==> src/hdl/uart_params.svh <==
`ifndef UART_PARAMS_SVH
`define UART_PARAMS_SVH

// sample ticks per bit.
`define UART_OVS 16

// received frames held before the CPU reads them.
`define UART_FIFO_DEPTH 4

// register offsets.
`define UART_ADDR_DATA   12'h000
`define UART_ADDR_STATUS 12'h004
`define UART_ADDR_CTRL   12'h008

// clk cycles per sample tick, minus one.
`define UART_DIV_RESET 16'd1

`endif

==> src/hdl/uart_pkg.sv <==
`default_nettype none

package uart_pkg;

  // one received character.
  typedef logic [7:0] data_t;

  // clk cycles per sample tick minus one.
  typedef logic [15:0] div_t;

  // laid out to match the DATA register bits 9..0.
  typedef struct packed {
    logic  frame_err;
    logic  parity_err;
    data_t data;
  } rx_frame_t;

  typedef enum logic [2:0] {
    IDLE,
    START,
    DATA,
    PARITY,
    STOP,
    DONE
  } rx_state_e;

endpackage

`default_nettype wire

==> src/hdl/apb_pkg.sv <==
`default_nettype none

package apb_pkg;

  typedef logic [11:0] addr_t;
  typedef logic [31:0] word_t;

  typedef struct packed {
    logic  psel;
    logic  penable;
    logic  pwrite;
    addr_t paddr;
    word_t pwdata;
  } apb_req_t;

  typedef struct packed {
    logic  pready;
    word_t prdata;
    logic  pslverr;
  } apb_rsp_t;

endpackage

`default_nettype wire

==> src/hdl/baud_tick_gen.sv <==
`default_nettype none
`timescale 1ns/1ps

`include "uart_params.svh"

module baud_tick_gen (
  input  logic           clk,
  input  logic           reset,
  input  uart_pkg::div_t divisor,
  output logic           tick_16x
);

  uart_pkg::div_t count;
  uart_pkg::div_t div_q;   // last divisor seen.

  always_ff @(posedge clk) begin
    if (reset) begin
      count    <= `UART_DIV_RESET;
      div_q    <= `UART_DIV_RESET;
      tick_16x <= 1'b0;
    end else begin
      div_q <= divisor;
      if (divisor != div_q) begin
        // new rate, start a full period.
        count    <= divisor;
        tick_16x <= 1'b0;
      end else if (count == '0) begin
        count    <= divisor;
        tick_16x <= 1'b1;
      end else begin
        count    <= count - 1'b1;
        tick_16x <= 1'b0;
      end
    end
  end

endmodule

`default_nettype wire

==> src/hdl/uart_rx.sv <==
`default_nettype none
`timescale 1ns/1ps

`include "uart_params.svh"

module uart_rx (
  input  logic                clk,
  input  logic                reset,
  input  logic                tick_16x,
  input  logic                rx_pin,
  input  logic                parity_enable,
  output uart_pkg::rx_frame_t frame,
  output logic                frame_valid
);

  localparam int OVS_W = $clog2(`UART_OVS);
  localparam logic [OVS_W-1:0] MID_TICK  = OVS_W'(`UART_OVS / 2);
  localparam logic [OVS_W-1:0] LAST_TICK = OVS_W'(`UART_OVS - 1);

  uart_pkg::rx_state_e state;
  logic                rx_meta;
  logic                rx_sync;
  logic                rx_prev;
  logic [OVS_W-1:0]    os_cnt;
  logic [2:0]          bit_idx;
  uart_pkg::data_t     shift;
  logic                par_err;
  logic                stop_err;
  logic                mid_tick;
  logic                last_tick;

  assign mid_tick  = tick_16x && (os_cnt == MID_TICK);
  assign last_tick = tick_16x && (os_cnt == LAST_TICK);

  // two-flop synchronizer plus previous sample for edge detect.
  always_ff @(posedge clk) begin
    if (reset) begin
      rx_meta <= 1'b1;
      rx_sync <= 1'b1;
      rx_prev <= 1'b1;
    end else begin
      rx_meta <= rx_pin;
      rx_sync <= rx_meta;
      rx_prev <= rx_sync;
    end
  end

  always_ff @(posedge clk) begin
    if (reset) begin
      state       <= uart_pkg::IDLE;
      os_cnt      <= '0;
      frame_valid <= 1'b0;
    end else begin
      frame_valid <= 1'b0;
      if (tick_16x) os_cnt <= os_cnt + 1'b1;   // wraps at the bit end.
      case (state)
        uart_pkg::IDLE: begin
          os_cnt <= '0;
          if (rx_prev && !rx_sync) state <= uart_pkg::START;
        end
        uart_pkg::START: begin
          if (mid_tick && rx_sync) state <= uart_pkg::IDLE;   // glitch.
          else if (last_tick) state <= uart_pkg::DATA;
        end
        uart_pkg::DATA: begin
          if (last_tick && bit_idx == 3'd7) begin
            state <= parity_enable ? uart_pkg::PARITY : uart_pkg::STOP;
          end
        end
        uart_pkg::PARITY: begin
          if (last_tick) state <= uart_pkg::STOP;
        end
        uart_pkg::STOP: begin
          if (last_tick) state <= uart_pkg::DONE;
        end
        uart_pkg::DONE: begin
          if (tick_16x) begin
            frame_valid <= 1'b1;
            // line already low after a good stop bit: next start bit.
            if (!stop_err && !rx_sync) state <= uart_pkg::START;
            else state <= uart_pkg::IDLE;
          end
        end
        default: state <= uart_pkg::IDLE;
      endcase
    end
  end

  always_ff @(posedge clk) begin
    case (state)
      uart_pkg::START: begin
        if (last_tick) begin
          bit_idx <= '0;
          par_err <= 1'b0;
        end
      end
      uart_pkg::DATA: begin
        if (mid_tick) shift <= {rx_sync, shift[7:1]};   // lsb first.
        if (last_tick) bit_idx <= bit_idx + 1'b1;
      end
      uart_pkg::PARITY: begin
        if (mid_tick) par_err <= (rx_sync != ~^shift);   // odd parity.
      end
      uart_pkg::STOP: begin
        if (mid_tick) stop_err <= !rx_sync;
      end
      uart_pkg::DONE: begin
        if (tick_16x) begin
          frame.data       <= shift;
          frame.parity_err <= par_err;
          frame.frame_err  <= stop_err;
        end
      end
      default: ;
    endcase
  end

  a_valid_single: assert property (@(posedge clk) disable iff (reset)
    frame_valid |=> !frame_valid);

  a_state_legal: assert property (@(posedge clk) disable iff (reset)
    state inside {uart_pkg::IDLE, uart_pkg::START, uart_pkg::DATA,
                  uart_pkg::PARITY, uart_pkg::STOP, uart_pkg::DONE});

endmodule

`default_nettype wire

==> src/hdl/rx_fifo.sv <==
`default_nettype none
`timescale 1ns/1ps

`include "uart_params.svh"

module rx_fifo (
  input  logic                clk,
  input  logic                reset,
  input  logic                push,
  input  logic                pop,
  input  uart_pkg::rx_frame_t din,
  output uart_pkg::rx_frame_t head,
  output logic                empty,
  output logic                full,
  output logic                overrun
);

  localparam int DEPTH = `UART_FIFO_DEPTH;
  localparam int PTR_W = (DEPTH > 1) ? $clog2(DEPTH) : 1;
  localparam int CNT_W = $clog2(DEPTH + 1);
  localparam logic [PTR_W-1:0] LAST_PTR = PTR_W'(DEPTH - 1);

  uart_pkg::rx_frame_t mem [DEPTH];
  logic [PTR_W-1:0]    wr_ptr;
  logic [PTR_W-1:0]    rd_ptr;
  logic [CNT_W-1:0]    count;
  logic                pop_ok;
  logic                push_ok;

  assign empty   = (count == '0);
  assign full    = (count == CNT_W'(DEPTH));
  assign pop_ok  = pop && !empty;
  assign push_ok = push && (!full || pop_ok);   // a pop frees the slot.
  assign head    = mem[rd_ptr];

  always_ff @(posedge clk) begin
    if (push_ok) mem[wr_ptr] <= din;
  end

  always_ff @(posedge clk) begin
    if (reset) begin
      wr_ptr  <= '0;
      rd_ptr  <= '0;
      count   <= '0;
      overrun <= 1'b0;
    end else begin
      overrun <= push && !push_ok;
      if (push_ok) wr_ptr <= (wr_ptr == LAST_PTR) ? '0 : wr_ptr + 1'b1;
      if (pop_ok) rd_ptr <= (rd_ptr == LAST_PTR) ? '0 : rd_ptr + 1'b1;
      case ({push_ok, pop_ok})
        2'b10:   count <= count + 1'b1;
        2'b01:   count <= count - 1'b1;
        default: ;
      endcase
    end
  end

  a_count_bound: assert property (@(posedge clk) disable iff (reset)
    count <= CNT_W'(DEPTH));

  // the register block only pops a non-empty FIFO.
  a_no_pop_empty: assert property (@(posedge clk) disable iff (reset)
    pop |-> !empty);

endmodule

`default_nettype wire

==> src/hdl/apb_uart_regs.sv <==
`default_nettype none
`timescale 1ns/1ps

`include "uart_params.svh"

module apb_uart_regs (
  input  logic                clk,
  input  logic                reset,
  input  apb_pkg::apb_req_t   req,
  output apb_pkg::apb_rsp_t   rsp,
  input  uart_pkg::rx_frame_t head,
  input  logic                empty,
  input  logic                full,
  input  logic                overrun,
  output logic                pop,
  output logic                parity_enable,
  output uart_pkg::div_t      divisor
);

  logic           access;
  logic           is_data;
  logic           is_status;
  logic           is_ctrl;
  logic           addr_ok;
  logic           overrun_q;   // sticky.
  apb_pkg::word_t rd_data;

  assign access    = req.psel && req.penable;
  assign is_data   = (req.paddr == `UART_ADDR_DATA);
  assign is_status = (req.paddr == `UART_ADDR_STATUS);
  assign is_ctrl   = (req.paddr == `UART_ADDR_CTRL);
  assign addr_ok   = is_data || is_status || is_ctrl;

  assign pop = access && !req.pwrite && is_data && !empty;

  always_comb begin
    rd_data = '0;
    if (is_data) begin
      if (!empty) rd_data = {21'd0, 1'b1, head};   // bit 10 is valid.
    end else if (is_status) begin
      rd_data = {29'd0, overrun_q, full, empty};
    end else if (is_ctrl) begin
      rd_data = {divisor, 15'd0, parity_enable};
    end
  end

  assign rsp.pready  = 1'b1;   // zero wait states.
  assign rsp.prdata  = rd_data;
  assign rsp.pslverr = access && !addr_ok;

  always_ff @(posedge clk) begin
    if (reset) begin
      parity_enable <= 1'b0;
      divisor       <= `UART_DIV_RESET;
      overrun_q     <= 1'b0;
    end else begin
      if (access && req.pwrite && is_ctrl) begin
        parity_enable <= req.pwdata[0];
        divisor       <= req.pwdata[31:16];
      end
      // a new overrun beats a clear in the same cycle.
      if (overrun) begin
        overrun_q <= 1'b1;
      end else if (access && req.pwrite && is_status && req.pwdata[2]) begin
        overrun_q <= 1'b0;
      end
    end
  end

  a_penable_in_psel: assert property (@(posedge clk) disable iff (reset)
    $rose(req.penable) |-> req.psel);

endmodule

`default_nettype wire

==> src/hdl/uart_apb_top.sv <==
`default_nettype none
`timescale 1ns/1ps

module uart_apb_top (
  input  logic              clk,
  input  logic              reset,
  input  logic              rx_pin,
  input  apb_pkg::apb_req_t req,
  output apb_pkg::apb_rsp_t rsp
);

  uart_pkg::div_t      divisor;
  logic                parity_enable;
  logic                tick_16x;
  uart_pkg::rx_frame_t frame;
  logic                frame_valid;
  uart_pkg::rx_frame_t head;
  logic                empty;
  logic                full;
  logic                overrun;
  logic                pop;

  baud_tick_gen u_baud (
    .clk      (clk),
    .reset    (reset),
    .divisor  (divisor),
    .tick_16x (tick_16x)
  );

  uart_rx u_rx (
    .clk           (clk),
    .reset         (reset),
    .tick_16x      (tick_16x),
    .rx_pin        (rx_pin),
    .parity_enable (parity_enable),
    .frame         (frame),
    .frame_valid   (frame_valid)
  );

  // no back-pressure, a full FIFO drops the frame.
  rx_fifo u_fifo (
    .clk     (clk),
    .reset   (reset),
    .push    (frame_valid),
    .pop     (pop),
    .din     (frame),
    .head    (head),
    .empty   (empty),
    .full    (full),
    .overrun (overrun)
  );

  apb_uart_regs u_regs (
    .clk           (clk),
    .reset         (reset),
    .req           (req),
    .rsp           (rsp),
    .head          (head),
    .empty         (empty),
    .full          (full),
    .overrun       (overrun),
    .pop           (pop),
    .parity_enable (parity_enable),
    .divisor       (divisor)
  );

endmodule

`default_nettype wire

==> config.mk <==
export PLATFORM = sky130hd
export DESIGN_NAME = uart_apb_top
export DESIGN_NICKNAME = d
export VERILOG_FILES = /design/src/hdl/uart_pkg.sv /design/src/hdl/apb_pkg.sv /design/src/hdl/baud_tick_gen.sv /design/src/hdl/uart_rx.sv /design/src/hdl/rx_fifo.sv /design/src/hdl/apb_uart_regs.sv /design/src/hdl/uart_apb_top.sv
export VERILOG_INCLUDE_DIRS = /design/src /design/src/hdl
export SDC_FILE = /design/constraint.sdc
export NUM_CORES = 1
export LEC_CHECK = 0
export BUFFER_PORTS_ARGS = -buffer_cell sky130_fd_sc_hd__buf_2
export CORE_ASPECT_RATIO = 0.9
export CORE_MARGIN = 4
export CORE_UTILIZATION = 30
export CTS_CLUSTER_SIZE = 28
export DETAILED_ROUTE_END_ITERATION = 10
export GPL_ROUTABILITY_DRIVEN = 1
export PLACE_DENSITY = 0.59
export REMOVE_ABC_BUFFERS = 1
export SYNTH_ARGS = -nofsm -noshare
export SYNTH_HDL_FRONTEND = slang
export SYNTH_SLANG_ARGS = --single-unit
==> constraint.sdc <==
create_clock -name clk -period 3.8 [get_ports clk]
set_clock_uncertainty 0.15 [all_clocks]
set_input_delay 0.95 -clock clk [delete_from_list [all_inputs] [get_ports clk]]
set_output_delay 0.95 -clock clk [all_outputs]
set_load 0.05 [all_outputs]
==> results by group, run 1 <==
Run status
  • Status: complete, but fails checks
  • Failing checks: negative setup slack

Clocking
  • Clock-pin transition on the worst setup and hold timing paths: around 50 ps
  • Cts bufs inserted: 17
  • TritonCTS clock tree: yes
  • Hold buffer count at CTS: 0
  • Skew-Pair Late Insertion Delay: roughly 420 ps
  • Post-CTS Setup Inserts: 0
  • Clk root buf: clkbuf_16
  • Sinks on the clock net: 135
  • H-tree Lvls: 4
  • CTS max path bufs: 2

Setup path
  • Buf/Inv on CP: 3
  • Crit. End Element: output port
  • Stages on worst setup path: 7
  • Critical Path Most Common Cell: or4_4
  • Critical R2R Capture: u_fifo.count[2]
  • Crit start category: input pin
  • Crit path arrival time: 3050 ps
  • Largest stage delay, worst path: 550 ps
  • Critical path type: in -> out
  • Critical path required time: around 2700 ps
  • FF-to-FF setup slack: between 1000 and 1500 ps
  • CP top delay family: simple AND/OR/NAND/NOR gates
  • Worst setup path start: req[38]
  • Critical-path maximum fanout: 7
  • CP max stage cell: or4_4
  • CP Cell Sequence: buf_6 > or4_4 > or4_4 > or4_4 > buf_8 > nor2b_2 > buf_6
  • Worst R2R Path Depth: 7
  • FF-to-FF Start: u_fifo.count[2]
  • Worst Setup EP: rsp[5]

Route
  • Drt first pass iters: 4
  • Met2 WL post-DR: 5972 um
  • Post-route ant nets: 0
  • WL/cell: about 14 um
  • Detailed Route WL: between 10,000 and 15,000 um
  • Met1 Wirelength: 5525 um
  • Top routing layer in use: met4
  • Vias: just under 4,000
  • Via/cell ratio: 4.646
  • 1st-iter DRT viols: about 190
  • DRC Markers: 0
  • Met3 WL: around 550 um

Floorplan
  • Starting Density: a little under a third
  • IO Count: 84
  • Die area: around 0.022 mm2
  • Die X: around 160 um
  • Num rows: between 40 and 50
  • Core footprint: just under 0.02 mm2
  • Die Y: about 140 um

Timing
  • Slew HR: 32.05%
  • Final WS setup: -353.5 ps
  • Min cycle time layout: a little over 4000 ps
  • RSZ-0062 raised after global routing: yes
  • Worst slew pin tran: approximately 1000 ps
  • Final setup fails: 27
  • Max Clk Rate: 0.2408 GHz
  • TNS Setup: -8648 ps
  • Period utilization: 109.3%
  • Max-slew violations: 0
  • Final hold vios: 0

Finish
  • Fraction of layout instances using a drive strength above 1: 27.65%
  • Final Util: between 30 and 40%
  • N_diodes: 0
  • Nets: 653
  • Area Overhead vs Synth: 25.23%

Logic synthesis
  • Synth Instances: about 530
  • Synthesis-stage register bit count: approximately 140
  • Avg Inst Size Synth: roughly 11 um2
  • Synth top area cells: edfxtp_1 (32%), dfxtp_1 (24%), xor2_1 (3.8%), mux4_2 (3.8%), mux2_2 (3.4%)
  • Yosys warns: 0
  • Synth cell count leaders: dfxtp_1 (72), edfxtp_1 (63), nand2_1 (49)
  • Seq/Total Area, Yosys: between 50% and 60%
  • Post-synth top area share: about a third
  • Syn Std Cell Area: approximately 0.0060 mm2
  • Top-count cell post-synth: dfxtp_1
  • Number of flops mapped to enable cells by yosys: 63
  • Netlist cell types: 50
  • Top FF cell, synth: dfxtp_1
  • Leading area contributor after synthesis: edfxtp_1
  • Async S/R FF share, synth: 0%

Power
  • Flop pwr share: around 44%
  • Combinational Power Share: ~16%
  • Peak supply drop: around 0.00029 V
  • Cell internal pwr: slightly below 3000 uW
  • Clk network pwr share: 40.5%
  • NetSw: about 1100 uW
  • LEAKAGE: roughly 0.0028 uW
  • Switch share: a little over a quarter
  • Pwr/cell area: between 500 and 600 mW/mm2

Global routing
  • Global Route Usage Sum: a little under an eighth
  • Vias in the first global route: around 4,200
  • Total gr overflow: 0
  • First-pass GRT wire length: 20,720 um
  • Largest net degree at the start of global routing: 38
  • Initial antenna violation count: 0

Min path
  • Worst hold path type: reg -> reg

Job
  • Max-Cap Viols: 0

Placement
  • Number of port buffers: 63
  • Placer Congestion: about 0.86
  • Post-DP HPWL: between 8000 and 9000 um
layout make-up:
| type | instances | area, um2 |
|---|---|---|
| fill | 1877 | 11880 |
| sequential | 135 | 3333 |
| multi-input combinational | 347 | 2519 |
| timing repair buffer | 73 | 636.9 |
| clock buffer | 20 | 479.2 |
| tap | 250 | 312.8 |
| clock inverter | 12 | 113.9 |
| inverter | 17 | 63.81 |
flip-flops by register name (all words and copies together), names as in the netlist, 4 cells and up, named ones only:
register        count
u_rx.frame         10
u_regs.divisor     16
u_baud.count       16
u_rx.os_cnt         4
u_fifo.mem         40
u_rx.shift          8
u_baud.div_q       16
placed cells by master (no fill, tap or decap), types with 8 or more instances in the layout:
| cell type | synthesis | layout |
|---|---|---|
| a21oi_1 | 29 | 29 |
| and2_1 | 22 | 8 |
| and2_4 | 0 | 14 |
| buf_2 | 2 | 35 |
| buf_4 | 6 | 8 |
| buf_6 | 2 | 13 |
| buf_8 | 1 | 17 |
| clkbuf_16 | 0 | 19 |
| dfxtp_1 | 72 | 72 |
| edfxtp_1 | 63 | 63 |
| ha_1 | 11 | 11 |
| inv_1 | 17 | 17 |
| mux2_2 | 18 | 18 |
| mux4_2 | 10 | 10 |
| nand2_1 | 49 | 49 |
| nor2_1 | 34 | 33 |
| nor2b_1 | 24 | 17 |
| nor3_1 | 12 | 12 |
| nor4_1 | 8 | 8 |
| xnor2_1 | 12 | 12 |
| xor2_1 | 26 | 26 |
metal layers:
layer | GRT usage (%) | vias up
li1 | - | 1969
met1 | 14.80 | 1910
met2 | 19.08 | 68
met3 | 3.538 | 21
met4 | 3.973 | 0
met5 | 0 | -
worst reg2reg max path, stage by stage, from the launching register on:
cell and delay, ps:
dfxtp_1 370, nor3_1 120, or4_1 520, or3_1 390, fa_1 420, nand3b_1 160, mux2i_1 170, mux2_2 350
power by group through the flow:
stage / logic (uW) / clock network [uW] / registers (uW)
5_1_grt: 714 / 1700 / 1740
4_1_cts: 629 / 1640 / 1720
3_5_place_dp: 615 / 0 / 1750
2_1_floorplan: 499 / 0 / 1710
3_3_place_gp: 607 / 0 / 1740
6_report: 630 / 1600 / 1720
stage by stage:
stage	instance area (um2)	hold WS (ps)	setup WS (ps)	power, uW	instances
floorplan	5807	239.5	-914.9	2212	499
global placement	6502	243.2	-575.3	2350	821
detailed placement	6502	246.8	-599.0	2362	821
CTS	7403	260.1	-372.5	3983	854
global route	7458	273.2	-407.4	4153	854
finish	7458	258.8	-353.5	3952	854
logic make-up after synthesis:
kind of cell	synth area share, %
buf+inv	3.823
mux	8.025
simple gates	18.68
xor+xnor	5.588
compound gates	5.147
other cells	0.1261
flops	55.97
fa+ha+maj	2.647
worst min path at each step:
stage,slack [ps],end,cells after the start,start
2_1_floorplan,240,u_rx.rx_sync,1,u_rx.rx_meta
3_3_place_gp,240,u_rx.rx_sync,1,u_rx.rx_meta
3_5_place_dp,250,u_rx.rx_sync,1,u_rx.rx_meta
4_1_cts,260,u_rx.rx_sync,1,u_rx.rx_meta
5_1_grt,270,u_rx.rx_sync,1,u_rx.rx_meta
6_report,260,u_rx.rx_sync,1,u_rx.rx_meta
repair_timing:
action | CTS | global route
hold endpoints to repair | 0 | 0
pin swaps | 3 | 0
resized for setup | 93 | 16
setup endpoints to repair | 28 | 27
cloned | 1 | 0
Note: power is estimated with default switching activity, not from simulation.
==> run 2: changes to the inputs <==
--- a/config.mk
+++ b/config.mk
@@ -6,14 +6,14 @@
 export SDC_FILE = /design/constraint.sdc
 export NUM_CORES = 1
 export LEC_CHECK = 0
-export BUFFER_PORTS_ARGS = -buffer_cell sky130_fd_sc_hd__buf_2
 export CORE_ASPECT_RATIO = 0.9
 export CORE_MARGIN = 4
 export CORE_UTILIZATION = 30
 export CTS_CLUSTER_SIZE = 28
 export DETAILED_ROUTE_END_ITERATION = 10
+export DONT_BUFFER_PORTS = 1
 export GPL_ROUTABILITY_DRIVEN = 1
-export PLACE_DENSITY = 0.59
+export PLACE_DENSITY = 0.54
 export REMOVE_ABC_BUFFERS = 1
 export SYNTH_ARGS = -nofsm -noshare
 export SYNTH_HDL_FRONTEND = slang
==> constraint.sdc (replaced) <==
create_clock -name clk -period 4.37 [get_ports clk]
set_clock_uncertainty 0.15 [all_clocks]
set_input_delay 1.0925 -clock clk [delete_from_list [all_inputs] [get_ports clk]]
set_output_delay 1.0925 -clock clk [all_outputs]
set_load 0.05 [all_outputs]
==> run 2 against run 1 <==
The run now ends clean; highest routed layer unchanged; combinational power decreased by 18%; clock power fell by 18%; largest cell class unchanged; hold slack better by 1.1 ps; count of clock-buffer cells in the layout fell by 1.
==> results by group, run 2 (synthesis gave the netlist of run 1 again) <==
Run status
  • Status: completed

Finish
  • Layout Cells excl Fill: about 810
  • Max reg flops: 40
  • Reg with most FFs: u_fifo.mem
  • N_diodes: 0
  • Area of the multi-input gates: around 0.0025 mm2
  • Design area: slightly above 0.007 mm2
  • Reg area: between 0.003 and 0.004 mm2
  • Fraction of layout instances using a drive strength above 1: 19.54%
  • Nets: between 600 and 700
  • Commonest non-fill, non-tap cell in the layout: dfxtp_1
  • Area Overhead vs Synth: 21.32%
  • Fillcell total: around 1,900
  • Final Util: a little under two fifths
  • Most frequent cells in the layout: dfxtp_1 (72), edfxtp_1 (63), nand2_1 (49)

Floorplan
  • Die Y: about 140 um
  • IO Count: between 80 and 90
  • Starting Density: 30.80%
  • Num rows: 48
  • Die area: approximately 0.022 mm2
  • Die X: about 160 um
  • Core footprint: around 0.019 mm2

Timing
  • Period utilization: 99.41%
  • Slew HR: about a third
  • Worst slew pin tran: 1019 ps
  • Final setup fails: 0
  • Final hold vios: 0
  • RSZ-0062 raised after global routing: yes
  • Max-slew violations: 0
  • Min cycle time layout: ~4300 ps
  • Max Clk Rate: ~0.23 GHz
  • Hold slack final: approximately 260 ps

Clocking
  • CTS max path bufs: 2
  • Post_cts resized: 17
  • Cts bufs inserted: 17
  • Skew-Pair Late Insertion Delay: around 410 ps
  • Hold buffer count at CTS: 0
  • Clock-pin transition on the worst setup and hold timing paths: around 60 ps
  • Post-CTS Setup Inserts: 0
  • Sinks on the clock net: around 140
  • Clk root buf: clkbuf_16
  • H-tree Lvls: 4
  • TritonCTS clock tree: yes

Route
  • DRC Markers: 0
  • Post-route ant nets: 0
  • Detailed Route WL: about 12,000 um
  • WL/cell: roughly 14 um
  • Via/cell ratio: ~4.6
  • 1st-iter DRT viols: a little under 200
  • Drt first pass iters: 4
  • Vias: 3,769

Power
  • LEAKAGE: 0.002565 uW
  • Peak supply drop: roughly 0.00025 V
  • Overall Power: roughly 3300 uW
  • Pwr/cell area: around 460 mW/mm2

Setup path
  • Critical path type: in -> out
  • Crit start category: input pin
  • Critical-path maximum fanout: 7
  • Crit path arrival time: slightly above 3000 ps
  • Critical path required time: about 3100 ps
  • Crit. End Element: output port

Job
  • Max-Cap Viols: 0

Global routing
  • Largest net degree at the start of global routing: between 70 and 80
  • Vias in the first global route: between 3,000 and 4,000
  • Initial antenna violation count: 1
  • Global Route Usage Sum: between 10% and 20%
  • First-pass GRT wire length: approximately 19,000 um
  • Total gr overflow: 0

Placement
  • Post-DP HPWL: 8143 um
  • Placer Congestion: ~0.86
  • Number of port buffers: 0
  • Cells after DPL: 781
  • Placed cell area: about 0.0066 mm2

Min path
  • Worst hold path type: reg -> reg
## run 2: cell count changes in the layout (fill, tap and decap cells not counted), sizes merged
cell	change
inv	-2
clkinv	+3
buf	-41
clkbuf	-1
## run 2: path summary, 6_finish.rpt
| kind | depth (start not counted) | to | startpoint | slack, ps |
|---|---|---|---|---|
| min reg2reg | 1 | u_rx.rx_sync | u_rx.rx_meta | 260 |
| min | 1 | u_rx.rx_sync | u_rx.rx_meta | 260 |
| max | 6 | rsp[7] | req[37] | 30 |
| max reg2reg | 5 | u_baud.count[6] | u_regs.divisor[13] | 1650 |
## run 2: final cells by class
cell class                 count  share of cell area, %
sequential                   135                  46.13
multi-input combinational    347                  33.97
timing repair buffer          32                  6.961
clock buffer                  19                  5.991
tap                          250                  4.329
clock inverter                13                  1.732
inverter                      17                 0.8831
## run 2: per-layer routing
layer	GRT usage [%]	vias to the layer above	share of wire, %
li1	-	1882	-
met1	14.57	1791	48
met2	16.46	82	47
met3	2.867	14	3.7
met4	4.384	0	1.2
met5	0	-	0
## run 2: through the flow
stage          TNS, ps  setup WS, ps
6_report             0         25.77
5_1_grt         -60.35        -19.14
4_1_cts         -2.202        -2.202
3_5_place_dp    -713.6        -95.35
3_3_place_gp    -483.0        -72.38
2_1_floorplan    -4968        -629.9
## run 2: critical path, cell delays in order
cell     delay, ps
or4_4          520
or4_4          510
or4_4          530
buf_8          170
nor2b_2        120
buf_6          160
## run 2: power breakdown
group          internal, uW  total, uW  switching [uW]
Clock                   788       1320             528
Combinational           248        517             268
Sequential             1390       1500             105
